`config.mk`:
```
export PLATFORM = sky130hd
export DESIGN_NAME = eeprom_ctrl_top
export DESIGN_NICKNAME = d
export VERILOG_FILES = /design/src/eeprom_pkg.sv /design/src/eeprom_apb_regs.sv /design/src/eeprom_frame_seq.sv /design/src/i2c_bit_engine.sv /design/src/eeprom_ctrl_top.sv
export VERILOG_INCLUDE_DIRS = /design/src
export SDC_FILE = /design/constraint.sdc
export NUM_CORES = 1
export LEC_CHECK = 0
export ABC_AREA = 0
export BUFFER_PORTS_ARGS = -buffer_cell sky130_fd_sc_hd__buf_2
export CORE_ASPECT_RATIO = 0.75
export CORE_UTILIZATION = 54
export DETAILED_ROUTE_END_ITERATION = 10
export GPL_ROUTABILITY_DRIVEN = 0
export HOLD_SLACK_MARGIN = 0.06
export PLACE_DENSITY = 0.78
export SLEW_MARGIN = 10
export SYNTH_ARGS = -nofsm -noshare
export SYNTH_HDL_FRONTEND = slang
export SYNTH_SLANG_ARGS = --single-unit
```
`constraint.sdc`:
```
create_clock -name CLK -period 5.65 [get_ports CLK]
set_clock_uncertainty 0.05 [all_clocks]
set_input_delay 1.13 -clock CLK [delete_from_list [all_inputs] [get_ports CLK]]
set_output_delay 1.13 -clock CLK [all_outputs]
set_load 0.03 [all_outputs]
```
`src/eeprom_defs.svh`:
```
`ifndef EEPROM_DEFS_SVH
`define EEPROM_DEFS_SVH

// clk cycles per quarter scl period
`define EE_SCL_QUARTER 4

// 24cxx device type code, upper nibble of the control byte
`define EE_DEV_TYPE 4'b1010

// apb register offsets
`define EE_REG_ADDR   8'h00
`define EE_REG_WDATA  8'h04
`define EE_REG_CMD    8'h08
`define EE_REG_STATUS 8'h0C
`define EE_REG_RDATA  8'h10

`endif

```
`src/eeprom_pkg.sv`:
```
package eeprom_pkg;

    typedef logic [10:0] ee_addr_t;  // 2048 bytes
    typedef logic [7:0]  ee_byte_t;

    // bit engine operations
    typedef enum logic [1:0] {
        START,
        STOP,
        WRITE_BIT,
        READ_BIT
    } bit_op_e;

    typedef struct packed {
        bit_op_e op;
        logic    wbit;   // ignored for start, stop and read
    } bit_req_t;

    typedef struct packed {
        logic done;
        logic rbit;
    } bit_rsp_t;

    typedef struct packed {
        logic     valid;
        logic     wr;    // 1 write, 0 random read
        ee_addr_t addr;
        ee_byte_t data;
    } ee_cmd_t;

    typedef struct packed {
        logic     busy;
        logic     done;
        logic     ack_err;
        ee_byte_t rdata;
    } ee_result_t;

    typedef enum logic [3:0] {
        S_IDLE, S_START, S_CTRL, S_ADDR, S_DATA_WR,
        S_RESTART, S_CTRL_RD, S_DATA_RD, S_STOP, S_FINISH
    } seq_state_e;

endpackage

```
`src/eeprom_apb_regs.sv`:
```
`timescale 1ns/100ps
`include "eeprom_defs.svh"

module eeprom_apb_regs import eeprom_pkg::*;
(
    input  logic        CLK,
    input  logic        RESET,
    input  logic        psel,
    input  logic        penable,
    input  logic        pwrite,
    input  logic [7:0]  paddr,
    input  logic [31:0] pwdata,
    output logic [31:0] prdata,
    output logic        pready,
    output logic        pslverr,
    output ee_cmd_t     cmd,
    input  ee_result_t  result
);

    ee_addr_t addr_q;
    ee_byte_t wdata_q;
    ee_byte_t rdata_q;
    logic     done_q;
    logic     ack_err_q;
    logic     rd_cmd_q;    // last accepted command was a read
    logic     wr_access;
    logic     cmd_hit;

    assign pready  = 1'b1;
    assign pslverr = 1'b0;

    assign wr_access = psel && penable && pwrite;
    assign cmd_hit   = wr_access && (paddr == `EE_REG_CMD) && (pwdata[0] || pwdata[1]);

    // dropped while a frame is running
    assign cmd.valid = cmd_hit && !result.busy;
    assign cmd.wr    = pwdata[0];   // write wins over read
    assign cmd.addr  = addr_q;
    assign cmd.data  = wdata_q;

    always_ff @(posedge CLK)
    begin
        if (wr_access && (paddr == `EE_REG_ADDR))
            addr_q <= pwdata[10:0];
        if (wr_access && (paddr == `EE_REG_WDATA))
            wdata_q <= pwdata[7:0];
        if (result.done && rd_cmd_q)
            rdata_q <= result.rdata;
    end

    // sticky status, cleared by the next accepted command
    always_ff @(posedge CLK)
    begin
        if (RESET)
        begin
            done_q    <= 1'b0;
            ack_err_q <= 1'b0;
            rd_cmd_q  <= 1'b0;
        end
        else if (cmd.valid)
        begin
            done_q    <= 1'b0;
            ack_err_q <= 1'b0;
            rd_cmd_q  <= !cmd.wr;
        end
        else if (result.done)
        begin
            done_q    <= 1'b1;
            ack_err_q <= result.ack_err;
        end
    end

    always_comb
    begin
        prdata = '0;
        if (psel && !pwrite)
        begin
            case (paddr)
                `EE_REG_ADDR:   prdata = {21'b0, addr_q};
                `EE_REG_WDATA:  prdata = {24'b0, wdata_q};
                `EE_REG_STATUS: prdata = {29'b0, ack_err_q, done_q, result.busy};
                `EE_REG_RDATA:  prdata = {24'b0, rdata_q};
                default:        prdata = '0;   // cmd is write only
            endcase
        end
    end

    // sequencer takes the command in the next cycle
    a_cmd_taken: assert property (@(posedge CLK) disable iff (RESET)
        cmd.valid |=> result.busy)
        else $error("command not taken by the sequencer");

endmodule

```
`src/eeprom_frame_seq.sv`:
```
`timescale 1ns/100ps
`include "eeprom_defs.svh"

module eeprom_frame_seq import eeprom_pkg::*;
(
    input  logic       CLK,
    input  logic       RESET,
    input  ee_cmd_t    cmd,
    output ee_result_t result,
    output bit_req_t   req,
    output logic       req_valid,
    input  logic       req_ready,
    input  bit_rsp_t   rsp
);

    seq_state_e state_q;
    logic       wr_q;
    ee_addr_t   addr_q;
    ee_byte_t   wdata_q;
    ee_byte_t   sh_q;         // tx and rx shift register
    logic [3:0] bit_cnt_q;    // 0..7 data bits, 8 is the ack slot
    logic       in_flight_q;
    logic       busy_q;
    logic       done_q;
    logic       ack_err_q;
    ee_byte_t   ctrl_wr;
    ee_byte_t   ctrl_rd;

    function automatic bit_req_t mk_req(bit_op_e op, logic wbit);
        bit_req_t r;
        r.op   = op;
        r.wbit = wbit;
        return r;
    endfunction

    assign ctrl_wr = {`EE_DEV_TYPE, addr_q[10:8], 1'b0};
    assign ctrl_rd = {`EE_DEV_TYPE, addr_q[10:8], 1'b1};

    assign result.busy    = busy_q;
    assign result.done    = done_q;
    assign result.ack_err = ack_err_q;
    assign result.rdata   = sh_q;

    always_ff @(posedge CLK)
    begin
        if (RESET)
        begin
            state_q     <= S_IDLE;
            req_valid   <= 1'b0;
            req         <= mk_req(STOP, 1'b1);
            in_flight_q <= 1'b0;
            busy_q      <= 1'b0;
            done_q      <= 1'b0;
            ack_err_q   <= 1'b0;
            bit_cnt_q   <= '0;
            wr_q        <= 1'b0;
            addr_q      <= '0;
            wdata_q     <= '0;
            sh_q        <= '0;
        end
        else
        begin
            done_q <= 1'b0;
            if (req_valid && req_ready)
            begin
                req_valid   <= 1'b0;
                in_flight_q <= 1'b1;
            end

            if (state_q == S_IDLE)
            begin
                if (cmd.valid)
                begin
                    wr_q      <= cmd.wr;
                    addr_q    <= cmd.addr;
                    wdata_q   <= cmd.data;
                    busy_q    <= 1'b1;
                    ack_err_q <= 1'b0;
                    req       <= mk_req(START, 1'b1);
                    req_valid <= 1'b1;
                    state_q   <= S_START;
                end
            end
            else if (state_q == S_FINISH)
            begin
                busy_q  <= 1'b0;
                done_q  <= 1'b1;
                state_q <= S_IDLE;
            end
            else if (in_flight_q && rsp.done)
            begin
                in_flight_q <= 1'b0;
                case (state_q)
                    S_START, S_RESTART:
                    begin
                        sh_q      <= (state_q == S_START) ? ctrl_wr : ctrl_rd;
                        bit_cnt_q <= '0;
                        req       <= mk_req(WRITE_BIT, 1'b1);   // msb of dev type
                        req_valid <= 1'b1;
                        state_q   <= (state_q == S_START) ? S_CTRL : S_CTRL_RD;
                    end
                    S_CTRL, S_ADDR, S_DATA_WR, S_CTRL_RD:
                    begin
                        if (bit_cnt_q < 4'd7)
                        begin
                            sh_q      <= {sh_q[6:0], 1'b0};
                            bit_cnt_q <= bit_cnt_q + 4'd1;
                            req       <= mk_req(WRITE_BIT, sh_q[6]);
                            req_valid <= 1'b1;
                        end
                        else if (bit_cnt_q == 4'd7)
                        begin
                            bit_cnt_q <= 4'd8;
                            req       <= mk_req(READ_BIT, 1'b1);   // slave ack
                            req_valid <= 1'b1;
                        end
                        else if (rsp.rbit)
                        begin
                            // no ack, close the frame
                            ack_err_q <= 1'b1;
                            req       <= mk_req(STOP, 1'b1);
                            req_valid <= 1'b1;
                            state_q   <= S_STOP;
                        end
                        else
                        begin
                            bit_cnt_q <= '0;
                            req_valid <= 1'b1;
                            if (state_q == S_CTRL)
                            begin
                                sh_q    <= addr_q[7:0];
                                req     <= mk_req(WRITE_BIT, addr_q[7]);
                                state_q <= S_ADDR;
                            end
                            else if (state_q == S_ADDR && wr_q)
                            begin
                                sh_q    <= wdata_q;
                                req     <= mk_req(WRITE_BIT, wdata_q[7]);
                                state_q <= S_DATA_WR;
                            end
                            else if (state_q == S_ADDR)
                            begin
                                req     <= mk_req(START, 1'b1);
                                state_q <= S_RESTART;
                            end
                            else if (state_q == S_DATA_WR)
                            begin
                                req     <= mk_req(STOP, 1'b1);
                                state_q <= S_STOP;
                            end
                            else
                            begin
                                req     <= mk_req(READ_BIT, 1'b1);
                                state_q <= S_DATA_RD;
                            end
                        end
                    end
                    S_DATA_RD:
                    begin
                        req_valid <= 1'b1;
                        if (bit_cnt_q < 4'd8)
                        begin
                            sh_q      <= {sh_q[6:0], rsp.rbit};
                            bit_cnt_q <= bit_cnt_q + 4'd1;
                            // last data bit is followed by the master nack
                            req <= (bit_cnt_q == 4'd7) ? mk_req(WRITE_BIT, 1'b1)
                                                       : mk_req(READ_BIT, 1'b1);
                        end
                        else
                        begin
                            req     <= mk_req(STOP, 1'b1);
                            state_q <= S_STOP;
                        end
                    end
                    S_STOP:  state_q <= S_FINISH;
                    default: state_q <= S_IDLE;
                endcase
            end
        end
    end

    a_req_held: assert property (@(posedge CLK) disable iff (RESET)
        req_valid && !req_ready |=> req_valid && $stable(req));

    a_idle_quiet: assert property (@(posedge CLK) disable iff (RESET)
        state_q == S_IDLE |-> !req_valid && !in_flight_q);

endmodule

```
`src/i2c_bit_engine.sv`:
```
`timescale 1ns/100ps
`include "eeprom_defs.svh"

module i2c_bit_engine import eeprom_pkg::*;
(
    input  logic     CLK,
    input  logic     RESET,
    input  bit_req_t req,
    input  logic     req_valid,
    output logic     req_ready,
    output bit_rsp_t rsp,
    output logic     scl_drive_low,
    output logic     sda_drive_low,
    input  logic     sda_in
);

    localparam logic [7:0] QUARTER_LAST = 8'(`EE_SCL_QUARTER - 1);

    bit_op_e    op_q;
    logic       wbit_q;
    logic       active_q;
    logic [1:0] phase_q;
    logic [7:0] qcnt_q;
    logic       rbit_q;
    logic       done_q;
    logic       quarter_end;

    // {scl_low, sda_low} for phase ph of an operation
    function automatic logic [1:0] phase_lines(bit_op_e op, logic [1:0] ph,
                                               logic wbit, logic scl_now);
        logic [1:0] l;
        logic       sda_low;
        sda_low = (op == WRITE_BIT) ? !wbit : 1'b0;   // read releases sda
        case (op)
            START:
                case (ph)
                    2'd0:    l = {scl_now, 1'b0};   // release sda, scl as it was
                    2'd1:    l = 2'b00;
                    2'd2:    l = 2'b01;             // sda falls, scl high
                    default: l = 2'b11;
                endcase
            STOP:
                case (ph)
                    2'd0:    l = 2'b11;
                    2'd1:    l = 2'b01;
                    default: l = 2'b00;             // sda rises, scl high
                endcase
            default:
                l = {(ph == 2'd0 || ph == 2'd3), sda_low};
        endcase
        return l;
    endfunction

    assign req_ready   = !active_q;
    assign quarter_end = active_q && (qcnt_q == QUARTER_LAST);
    assign rsp.done    = done_q;
    assign rsp.rbit    = rbit_q;

    always_ff @(posedge CLK)
    begin
        if (RESET)
        begin
            op_q          <= STOP;
            wbit_q        <= 1'b1;
            active_q      <= 1'b0;
            phase_q       <= '0;
            qcnt_q        <= '0;
            rbit_q        <= 1'b1;
            done_q        <= 1'b0;
            scl_drive_low <= 1'b0;
            sda_drive_low <= 1'b0;
        end
        else
        begin
            done_q <= 1'b0;
            if (req_valid && req_ready)
            begin
                op_q     <= req.op;
                wbit_q   <= req.wbit;
                active_q <= 1'b1;
                phase_q  <= 2'd0;
                qcnt_q   <= '0;
                {scl_drive_low, sda_drive_low} <=
                    phase_lines(req.op, 2'd0, req.wbit, scl_drive_low);
            end
            else if (quarter_end)
            begin
                qcnt_q <= '0;
                if (phase_q == 2'd3)
                begin
                    active_q <= 1'b0;   // lines hold their last phase
                    done_q   <= 1'b1;
                end
                else
                begin
                    phase_q <= phase_q + 2'd1;
                    {scl_drive_low, sda_drive_low} <=
                        phase_lines(op_q, phase_q + 2'd1, wbit_q, scl_drive_low);
                    if (phase_q == 2'd1)
                        rbit_q <= sda_in;   // middle of scl high
                end
            end
            else if (active_q)
                qcnt_q <= qcnt_q + 8'd1;
        end
    end

    a_sda_stable: assert property (@(posedge CLK) disable iff (RESET)
        (!scl_drive_low && $past(!scl_drive_low) && !(op_q inside {START, STOP}))
        |-> $stable(sda_drive_low));

endmodule

```
`src/eeprom_ctrl_top.sv`:
```
`timescale 1ns/100ps

module eeprom_ctrl_top import eeprom_pkg::*;
(
    input  logic        CLK,
    input  logic        RESET,
    input  logic        psel,
    input  logic        penable,
    input  logic        pwrite,
    input  logic [7:0]  paddr,
    input  logic [31:0] pwdata,
    output logic [31:0] prdata,
    output logic        pready,
    output logic        pslverr,
    output logic        scl_drive_low,
    output logic        sda_drive_low,
    input  logic        scl_in,        // reserved for clock stretching
    input  logic        sda_in
);

    ee_cmd_t    cmd;
    ee_result_t result;
    bit_req_t   req;
    logic       req_valid;
    logic       req_ready;
    bit_rsp_t   rsp;

    eeprom_apb_regs regs_i (
        .CLK, .RESET,
        .psel, .penable, .pwrite, .paddr, .pwdata,
        .prdata, .pready, .pslverr,
        .cmd, .result
    );

    eeprom_frame_seq seq_i (
        .CLK, .RESET,
        .cmd, .result,
        .req, .req_valid, .req_ready, .rsp
    );

    i2c_bit_engine bit_i (
        .CLK, .RESET,
        .req, .req_valid, .req_ready, .rsp,
        .scl_drive_low, .sda_drive_low, .sda_in
    );

endmodule

```
==> impl_metrics.json, run 1 <==
{
  "ys_warn_count": 0,
  "grt_pass1_wl_um": 14800,
  "dpl.hpwl_um": 6540,
  "die_y_um": 81.6,
  "drc": 0,
  "async_flop_share_pct": 0,
  "cts_buffers": 9,
  "synthDistinctLibCells": 68,
  "power.switching_uw": 327,
  "leakagePower_uw": 0.00174,
  "slew_viol_final": 0,
  "critPathLaunchType": "input pin",
  "root_buffer": "clkbuf_8",
  "dieArea_um2": 8810,
  "critical_path_class": "input pin to output port",
  "wl_um": 9340,
  "area_growth_pct": 6.81,
  "met1_length_um": 4490,
  "antenna_found_initial": 0,
  "synth_area_per_cell_um2": 9.34,
  "powerDensity_nw_per_um2": 258,
  "stdcell_area_um2": 4870,
  "portBuffers": 37,
  "ys_seq_area_share_pct": 46.3,
  "synth_edf_count": 27,
  "rows": 28,
  "grt_max_degree": 47,
  "diodes": 0,
  "clkPwrFrac_pct": 36.4,
  "drive_gt1_share_pct": 15.4,
  "cts.clk_slew.worst_paths_ps": 90,
  "htree_num_levels": 3,
  "syn_area_um2": 4560,
  "fin_crit_sh_pct": 74.3,
  "ctsResizeCount": 0,
  "outcome": "complete, no violations",
  "hp-class": "flop to flop",
  "fin_nets": 562,
  "rsz0062_at_grt": "false",
  "drv_cap": 0,
  "core_um2": 8020,
  "met3_length_um": 627,
  "worst_setup_path_end_kind": "output port",
  "setup_viol_count_final": 0,
  "initial_core_util_pct": 56.8,
  "clkLatencyLatePin_ps": 380,
  "routed.top_layer": "met4",
  "cts_setup_buffers": 0,
  "groute.usage.overall_pct": 22.4,
  "routedWlPerCell_um": 15.1,
  "irDropWorstVdd_v": 0.000248,
  "setup_tns_ps": 0,
  "grt_pass1_vias": 3127,
  "power.share.switching_pct": 26.1,
  "worstPathRequired_ps": 4470,
  "ys.flop_type": "dfxtp_1",
  "dr.pass1.iters": 5,
  "path_max_fanout": 9,
  "hold_buffers": 0,
  "grt-ovfl-total": 0,
  "ys_seq_elements": 92,
  "drt_iter0_drc": 228,
  "cts_sinks": 92,
  "syn_inst": 488,
  "routed-wl-met2_um": 4060,
  "fillCellCount": 686,
  "cts_buffer_depth": 2,
  "viasPerCell": 5.75,
  "finalCriticalPeriod_ps": 4200,
  "cts_tree": "done",
  "finalHoldViolCount": 0,
  "relSlewSlack_pct": 41.3,
  "io_pins": 83,
  "fp.dieW_um": 108,
  "vias": 3560,
  "placed_area_um2": 4660,
  "worst_pin_slew_ps": 880,
  "max_clock_freq_ghz": 0.238,
  "critPathArrivalTime_ps": 3020,
  "power_frac_seq_pct": 55.9,
  "power_frac_comb_pct": 7.7,
  "p_int_uw": 927,
  "postRouteAntennaNets": 0
}
==> cell usage after synthesis, drive strengths merged (4+ instances only) <==
cell     number  area [um^2]
o21ai        22          114
nor4          6         37.5
a21oi        48          240
mux2          6         67.6
clkbuf       13         70.1
xnor2         8         70.1
nand2b        4         25.0
a22oi         9         67.6
edfxtp       27          811
mux2i        19          190
xor2          4         35.0
a2111oi       4         41.3
buf          37          248
nand3         5         25.0
dfxtp        65         1300
inv           9         33.8
and2          6         37.5
nor4b         6         82.6
nor2         50          188
ha            6         75.1
nor3         12         80.1
nand2        66          248
==> per-layer routing <==
metal  GRT usage, %  vias to the layer above
li1               -                     1729
met1           30.6                     1664
met2           32.9                      143
met3           7.54                       24
met4           8.36                        0
met5              0                        -
==> cells in the final DEF, fill, tap and decap left out, types with 3 or more instances in the layout <==
| cell type | n |
|---|---|
| inv_1 | 8 |
| a22oi_1 | 9 |
| nor3_1 | 8 |
| buf_2 | 37 |
| xor2_1 | 4 |
| nor3_2 | 4 |
| edfxtp_1 | 27 |
| a221oi_1 | 3 |
| a2111oi_0 | 3 |
| nor4_1 | 5 |
| nand2b_1 | 4 |
| nand2_1 | 66 |
| nor2_1 | 50 |
| clkbuf_8 | 9 |
| mux2_2 | 5 |
| dfxtp_1 | 65 |
| o21ai_1 | 4 |
| a21oi_1 | 48 |
| nor4b_1 | 3 |
| xnor2_1 | 8 |
| inv_6 | 4 |
| mux2i_1 | 19 |
| and2_1 | 6 |
| and3_1 | 3 |
| conb_1 | 23 |
| ha_1 | 6 |
| nand4_1 | 3 |
| nand3_1 | 5 |
| o21ai_0 | 17 |
| nor2b_1 | 3 |
| a211oi_1 | 3 |
==> critical path, stage by stage <==
cell and delay (ps):
buf_2 100, or2_1 230, or4_4 470, nor4b_4 570
a22oi_1 180, nor2_1 120, buf_2 220
==> path summary, 6_finish.rpt <==
path	slack (ps)	endpoint	cells past startpoint	startpoint
max reg2reg	3050	seq_i.req[0]	4	seq_i.state_q[0]
max	1450	prdata[5]	7	paddr[0]
min reg2reg	400	regs_i.rdata_q[7]	0	seq_i.sh_q[7]
min	400	regs_i.rdata_q[7]	0	seq_i.sh_q[7]
==> state kept, by name (all words and copies together) (netlist names), 2 cells and up <==
| signal | count |
|---|---|
| seq_i.state_q | 4 |
| seq_i.sh_q | 8 |
| regs_i.rdata_q | 8 |
| regs_i.wdata_q | 8 |
| bit_i.phase_q | 2 |
| bit_i.qcnt_q | 8 |
| seq_i.wdata_q | 8 |
| seq_i.addr_q | 11 |
| regs_i.addr_q | 11 |
| bit_i.op_q | 2 |
| seq_i.bit_cnt_q | 4 |
| seq_i.req | 3 |
==> metrics by stage <==
step                      setup WS (ps)  hold WS [ps]  util, %  power (uW)  std cells
after floorplan                    1710           359        -         801        509
after global placement             1460           366     58.1         807        603
after detailed placement           1460           371     58.1         810        603
after CTS                          1450           398     60.7        1260        619
after global routing               1320           415     60.7        1300        619
final                              1450           399     60.7        1250        619
==> power groups by stage <==
stage | logic (uW) | clock network (uW) | registers, uW
2_1_floorplan | 103 | 0 | 697
3_3_place_gp | 92.5 | 0 | 715
3_5_place_dp | 94.6 | 0 | 715
4_1_cts | 95.1 | 465 | 700
5_1_grt | 104 | 493 | 703
6_report | 96.4 | 456 | 701
==> area by class of cell <==
| type | count | area, um^2 | area share (%) |
|---|---|---|---|
| multi-input cells | 358 | 2180 | 44.9 |
| flip-flops and latches | 92 | 2110 | 43.4 |
| repair buffers | 39 | 200 | 4.11 |
| well taps | 105 | 131 | 2.70 |
| clock buffers | 9 | 124 | 2.54 |
| clock inverters | 7 | 81.3 | 1.67 |
| inverters | 9 | 33.8 | 0.694 |
==> kinds of logic after synthesis <==
logic type | count (synthesis) | share of synthesized area [%]
AOI/OAI and AO/OA | 112 | 15.8
xor gates and xnor gates | 12 | 2.31
adders and majority gates | 6 | 1.65
buffers and inverters | 59 | 7.72
DFF | 92 | 46.3
muxes | 25 | 5.66
other | 2 | 0.165
and+or+nand+nor | 180 | 20.3
No activity file was read; power rests on OpenSTA's default activity.
==> inputs of run 2 (changes only) <==
--- a/config.mk
+++ b/config.mk
@@ -6,14 +6,14 @@
 export SDC_FILE = /design/constraint.sdc
 export NUM_CORES = 1
 export LEC_CHECK = 0
-export ABC_AREA = 0
+export ABC_AREA = 1
 export BUFFER_PORTS_ARGS = -buffer_cell sky130_fd_sc_hd__buf_2
 export CORE_ASPECT_RATIO = 0.75
-export CORE_UTILIZATION = 54
+export CORE_UTILIZATION = 51
 export DETAILED_ROUTE_END_ITERATION = 10
 export GPL_ROUTABILITY_DRIVEN = 0
 export HOLD_SLACK_MARGIN = 0.06
-export PLACE_DENSITY = 0.78
+export PLACE_DENSITY = 0.76
 export SLEW_MARGIN = 10
 export SYNTH_ARGS = -nofsm -noshare
 export SYNTH_HDL_FRONTEND = slang
==> constraint.sdc (replaced) <==
create_clock -name CLK -period 3.6 [get_ports CLK]
set_clock_uncertainty 0.05 [all_clocks]
set_input_delay 0.72 -clock CLK [delete_from_list [all_inputs] [get_ports CLK]]
set_output_delay 0.72 -clock CLK [all_outputs]
set_load 0.03 [all_outputs]
==> impl_metrics.json, run 2 <==
{
  "outcome": "complete, no violations",
  "slew_viol_final": 0,
  "cts_sinks": 92,
  "drv_cap": 0,
  "setup_ws_ps": 685,
  "yosysTopAreaCell": "dfxtp_1",
  "synthTopCellsByCount": "160 x nand2_1, 74 x nor2_1, 71 x inv_1, 65 x dfxtp_1, 50 x nand3_1",
  "worst_setup_path_end_kind": "output port",
  "ys_seq_area_share_pct": 43.7,
  "irDropWorstVdd_v": 0.000227,
  "io_pins": 83,
  "htree_num_levels": 3,
  "ys.flop_type": "dfxtp_1",
  "viasPerCell": 5.17,
  "synth_edf_count": 27,
  "place_ws_ps": 716,
  "worst_pin_slew_ps": 862,
  "finalCriticalPeriod_ps": 2910,
  "rr_startpoint": "seq_i.state_q[1]",
  "rows": 30,
  "cts_buffer_depth": 2,
  "fp.dieW_um": 114,
  "r2r_cells": 9,
  "path_delay_family": "simple AND/OR/NAND/NOR gates",
  "path_max_fanout": 8,
  "yosysMostFrequentCell": "nand2_1",
  "clkLatencyLatePin_ps": 350,
  "setup_viol_count_final": 0,
  "syn_inst": 631,
  "max_clock_freq_ghz": 0.343,
  "leakagePower_uw": 0.00233,
  "async_flop_share_pct": 0,
  "area_growth_pct": 10.3,
  "hold_end": "regs_i.rdata_q[7]",
  "finalHoldViolCount": 0,
  "ctsResizeCount": 0,
  "dieArea_um2": 9880,
  "reg_top3": "regs_i.addr_q (11), seq_i.addr_q (11)",
  "wl_um": 10800,
  "cp_common_cell": "buf_2",
  "antenna_found_initial": 0,
  "setup_tns_ps": 0,
  "grt-ovfl-total": 0,
  "diodes": 0,
  "drt_iter0_drc": 313,
  "initial_core_util_pct": 53.0,
  "synthDistinctLibCells": 41,
  "layout_common_cells": "160 x nand2_1, 74 x nor2_1, 71 x inv_1, 65 x dfxtp_1, 50 x nand3_1",
  "syn_area_um2": 4840,
  "drc": 0,
  "rsz0062_at_grt": "false",
  "hold_buffers": 0,
  "die_y_um": 86.3,
  "synth_area_leaders": "dfxtp_1 27%, edfxtp_1 17%, nand2_1 12%, nor2_1 5.7%, inv_1 5.5%",
  "groute.usage.overall_pct": 23.2,
  "dr.pass1.iters": 5,
  "synth_area_per_cell_um2": 7.67,
  "fin_crit_sh_pct": 81.0,
  "critPathArrivalTime_ps": 2140,
  "cts_tree": "done",
  "core_um2": 9120,
  "dpl.hpwl_um": 7960,
  "grt_pass1_vias": 3681,
  "critPathLaunchType": "input pin",
  "slowest_delay_ps": 200,
  "critical_path_class": "input pin to output port",
  "synth_top_area_share_pct": 26.9,
  "holdPathStages": 0,
  "ys_seq_elements": 92,
  "routedWlPerCell_um": 13.4,
  "relSlewSlack_pct": 42.5,
  "postRouteAntennaNets": 0,
  "final_common_cell": "nand2_1",
  "cpMaxStageDelayCell": "buf_2",
  "grt_max_degree": 47,
  "fin_nets": 720,
  "cp.buffers_inverters": 4,
  "cts_buffers": 9,
  "r2r_end": "seq_i.sh_q[7]",
  "portBuffers": 37,
  "powerDensity_nw_per_um2": 429,
  "root_buffer": "clkbuf_16",
  "cts_setup_buffers": 0,
  "drive_gt1_share_pct": 15.6,
  "cp.depth": 10,
  "r2r_slack_ps": 1550,
  "vias": 4134,
  "cts.clk_slew.worst_paths_ps": 70,
  "hp-class": "flop to flop",
  "path_cells": "buf_2 -> nor2_2 -> inv_1 -> nor3_2 -> buf_4 -> nand2_1 -> nand3_1 -> nand2_2 -> nor2_1 -> buf_2",
  "hold_start": "seq_i.sh_q[7]",
  "worstPathRequired_ps": 2830,
  "ys_warn_count": 0,
  "grt_pass1_wl_um": 17700
}
run 2: cell count changes in the layout (fill, tap and decap cells not counted), moves of 9 or more:
cell / change
inv_1: +63
nand3_1: +45
clkbuf_16: +9
nor2_1: +24
nand2_1: +94
a21oi_1: -16
clkbuf_8: -9
a211oi_1: +10
a22oi_1: -9
mux2i_1: -19
nor2_2: +9
run 2: metal layers:
layer  wire length, um  up-vias  global-route usage, %
met2              4630      160                   35.3
met3               791       20                   6.08
met1              5150     1891                   32.4
li1                  -     2063                      -
met4               188        0                   7.32
met5                 0        -                      0
run 2: worst reg2reg max path: stages, from the launching register on:
cell and delay (ps):
dfxtp_1 530, inv_1 100, nor2_2 150, nand2_1 330, o21ai_0 430, nand2_1 90
nand2_1 70, nand2_1 40, nor2_1 110, nor2_2 40
run 2: final cells by class:
type                    count  area (um^2)
fillers                   828         3790
multi-input cells         443         2230
flip-flops and latches     92         2110
inverters                  80          302
clock buffers               9          225
repair buffers             41          215
well taps                 128          160
clock inverters             7         90.1
run 2: worst max path at each step:
stage              from   endpoint  slack [ps]
6_report       paddr[1]  prdata[2]         690
2_1_floorplan  paddr[1]  prdata[1]         780
3_3_place_gp   paddr[1]  prdata[1]         710
3_5_place_dp   paddr[1]  prdata[1]         720
5_1_grt        paddr[1]  prdata[2]         490
4_1_cts        paddr[1]  prdata[1]         700
run 2: per-stage QoR:
stage	std cells	hold slack [ps]	power, uW	utilization, %	cell area, um^2
6_report	800	402	2290	58.5	5340
3_3_place_gp	784	375	1300	55.0	5020
5_1_grt	800	419	2360	58.5	5340
2_1_floorplan	652	358	1270	-	4920
4_1_cts	800	398	2290	58.5	5340
3_5_place_dp	784	379	1300	55.0	5020
run 2: power breakdown:
part | switching, uW | internal, uW
logic | 151 | 50.2
registers | 9.57 | 1070
clock network | 402 | 606
run 2: kinds of logic after synthesis:
| logic type | share of synthesized area, % |
|---|---|
| compound gates | 10.7 |
| xor+xnor | 0.543 |
| fa+ha+maj | 1.55 |
| buf+inv | 11.8 |
| flops | 43.7 |
| other cells | 0.155 |
| simple gates | 31.5 |
==> inputs of run 3 (changes only) <==
--- a/config.mk
+++ b/config.mk
@@ -6,10 +6,10 @@
 export SDC_FILE = /design/constraint.sdc
 export NUM_CORES = 1
 export LEC_CHECK = 0
-export ABC_AREA = 1
+export ABC_AREA = 0
 export BUFFER_PORTS_ARGS = -buffer_cell sky130_fd_sc_hd__buf_2
 export CORE_ASPECT_RATIO = 0.75
-export CORE_UTILIZATION = 51
+export CORE_UTILIZATION = 50
 export DETAILED_ROUTE_END_ITERATION = 10
 export GPL_ROUTABILITY_DRIVEN = 0
 export HOLD_SLACK_MARGIN = 0.06
==> constraint.sdc (replaced) <==
create_clock -name CLK -period 2.65 [get_ports CLK]
set_clock_uncertainty 0.05 [all_clocks]
set_input_delay 0.53 -clock CLK [delete_from_list [all_inputs] [get_ports CLK]]
set_output_delay 0.53 -clock CLK [all_outputs]
set_load 0.03 [all_outputs]
==> impl_metrics.json, run 3 (synthesized netlist as in run 1, its figures left out) <==
{
  "max_clock_freq_ghz": 0.370,
  "antenna_found_initial": 0,
  "power_frac_seq_pct": 48.3,
  "critical_path_class": "input pin to output port",
  "path_max_fanout": 9,
  "layout_common_cells": "66 x nand2_1, 65 x dfxtp_1, 48 x a21oi_1, 41 x nor2_1, 27 x edfxtp_1",
  "drc": 2,
  "diodes": 0,
  "leakagePower_uw": 0.00187,
  "r2r_cells": 5,
  "area_growth_pct": 13.8,
  "cts.clk_slew.worst_paths_ps": 70,
  "rows": 29,
  "cpMaxStageDelayCell": "or4_4",
  "dpl.hpwl_um": 6960,
  "routedWlPerCell_um": 15.6,
  "power.switching_uw": 769,
  "grt-ovfl-total": 0,
  "die_y_um": 84.7,
  "fp.dieW_um": 112,
  "final-instance-count-excl-fill": 637,
  "r2r_end": "seq_i.sh_q[7]",
  "root_buffer": "clkbuf_16",
  "dp_cells": 621,
  "relSlewSlack_pct": 48.9,
  "grt_pass1_wl_um": 16300,
  "postRouteAntennaNets": 0,
  "setup_ws_ps": -51.0,
  "path_cells": "buf_2 -> or2_1 -> or4_4 -> nor4b_4 -> buf_6 -> a22oi_1 -> nor2_2 -> buf_6",
  "drt_iter0_drc": 276,
  "failed_checks": "design-rule violations, negative setup slack",
  "core_um2": 8640,
  "clkPwrFrac_pct": 44.1,
  "critPathLaunchType": "input pin",
  "cp.buffers_inverters": 3,
  "powerDensity_nw_per_um2": 591,
  "critPathArrivalTime_ps": 2120,
  "hold_start": "pwdata[8]",
  "vias": 3650,
  "hold_end": "regs_i.addr_q[8]",
  "viasPerCell": 5.73,
  "slew_viol_final": 0,
  "finalHoldViolCount": 0,
  "hold-worst-slack_ps": 308,
  "cts_sinks": 92,
  "fin_nets": 577,
  "p_int_uw": 2300,
  "htree_num_levels": 3,
  "hp-class": "input pin to flop",
  "cts_buffers": 9,
  "io_pins": 83,
  "irDropWorstVdd_v": 0.000408,
  "outcome": "finished, violations left",
  "drive_gt1_share_pct": 19.8,
  "cp_common_cell": "buf_6",
  "groute.usage.overall_pct": 22.1,
  "drv_cap": 0,
  "finalCriticalPeriod_ps": 2700,
  "fin_crit_sh_pct": 102,
  "final_common_cell": "nand2_1",
  "path_delay_family": "simple AND/OR/NAND/NOR gates",
  "setup_viol_count_final": 8,
  "reg_top3": "regs_i.addr_q (11), seq_i.addr_q (11)",
  "clkLatencyLatePin_ps": 340,
  "power.share.switching_pct": 25.1,
  "power_frac_comb_pct": 7.6,
  "r2r_slack_ps": 390,
  "worst_pin_slew_ps": 767,
  "cts_buffer_depth": 2,
  "initial_core_util_pct": 52.8,
  "cts_tree": "done",
  "worstPathRequired_ps": 2070,
  "dieArea_um2": 9500,
  "dr.pass1.iters": 10,
  "holdPathStages": 1,
  "wl_um": 9960,
  "portBuffers": 37,
  "rr_startpoint": "seq_i.state_q[1]",
  "slowest_delay_ps": 460,
  "grt_max_degree": 27,
  "rsz0062_at_grt": "true",
  "grt_pass1_vias": 3330,
  "worst_setup_path_end_kind": "output port"
}
run 3: through the flow:
step	setup TNS (ps)	utilization (%)	instance area, um^2	setup slack [ps]	power (uW)
final	-231	60.1	5190	-51.0	3060
after CTS	-127	59.9	5170	-29.3	3080
after detailed placement	-690	55.6	4800	-82.8	1740
after global placement	-705	55.6	4800	-100	1730
after global routing	-967	60.1	5190	-116	3170
after floorplan	0	-	4660	24.0	1710
run 3: final cells by class:
type | count | area [um^2]
inverters | 9 | 33.8
well taps | 108 | 135
flip-flops and latches | 92 | 2110
clock buffers | 9 | 225
multi-input cells | 358 | 2220
fillers | 712 | 3450
repair buffers | 54 | 374
clock inverters | 7 | 88.8
run 3: routing by layer:
metal  global-route usage [%]  routed length (um)  part of all wire [%]  up-vias
li1                         -                   -                     -     1761
met4                     6.18                 134                   1.3        0
met3                     5.42                 512                   5.1       17
met1                     30.7                4690                    47     1748
met5                        0                   0                     0        -
met2                     34.2                4610                    46      124
run 3: worst max-delay path by stage:
stage,slack (ps),startpoint,endpoint,cells past startpoint
final,-50,paddr[0],prdata[5],8
after global routing,-120,paddr[0],prdata[5],8
after detailed placement,-80,paddr[0],prdata[1],8
after floorplan,20,paddr[0],prdata[0],5
after CTS,-30,paddr[0],prdata[1],8
after global placement,-100,paddr[0],prdata[10],7
run 3: repair_timing:
action	in CTS	in global routing
hold endpoints to repair	0	0
resized for setup	18	5
endpoints found under the setup margin	11	11
setup buffers	0	0
hold buffers	0	0
run 3: power groups by stage:
stage / sequential, uW / combinational, uW / clock (uW)
after floorplan: 1490 / 221 / 0
after global placement: 1510 / 222 / 0
after detailed placement: 1510 / 227 / 0
after CTS: 1480 / 228 / 1370
after global routing: 1480 / 250 / 1440
final: 1480 / 232 / 1350
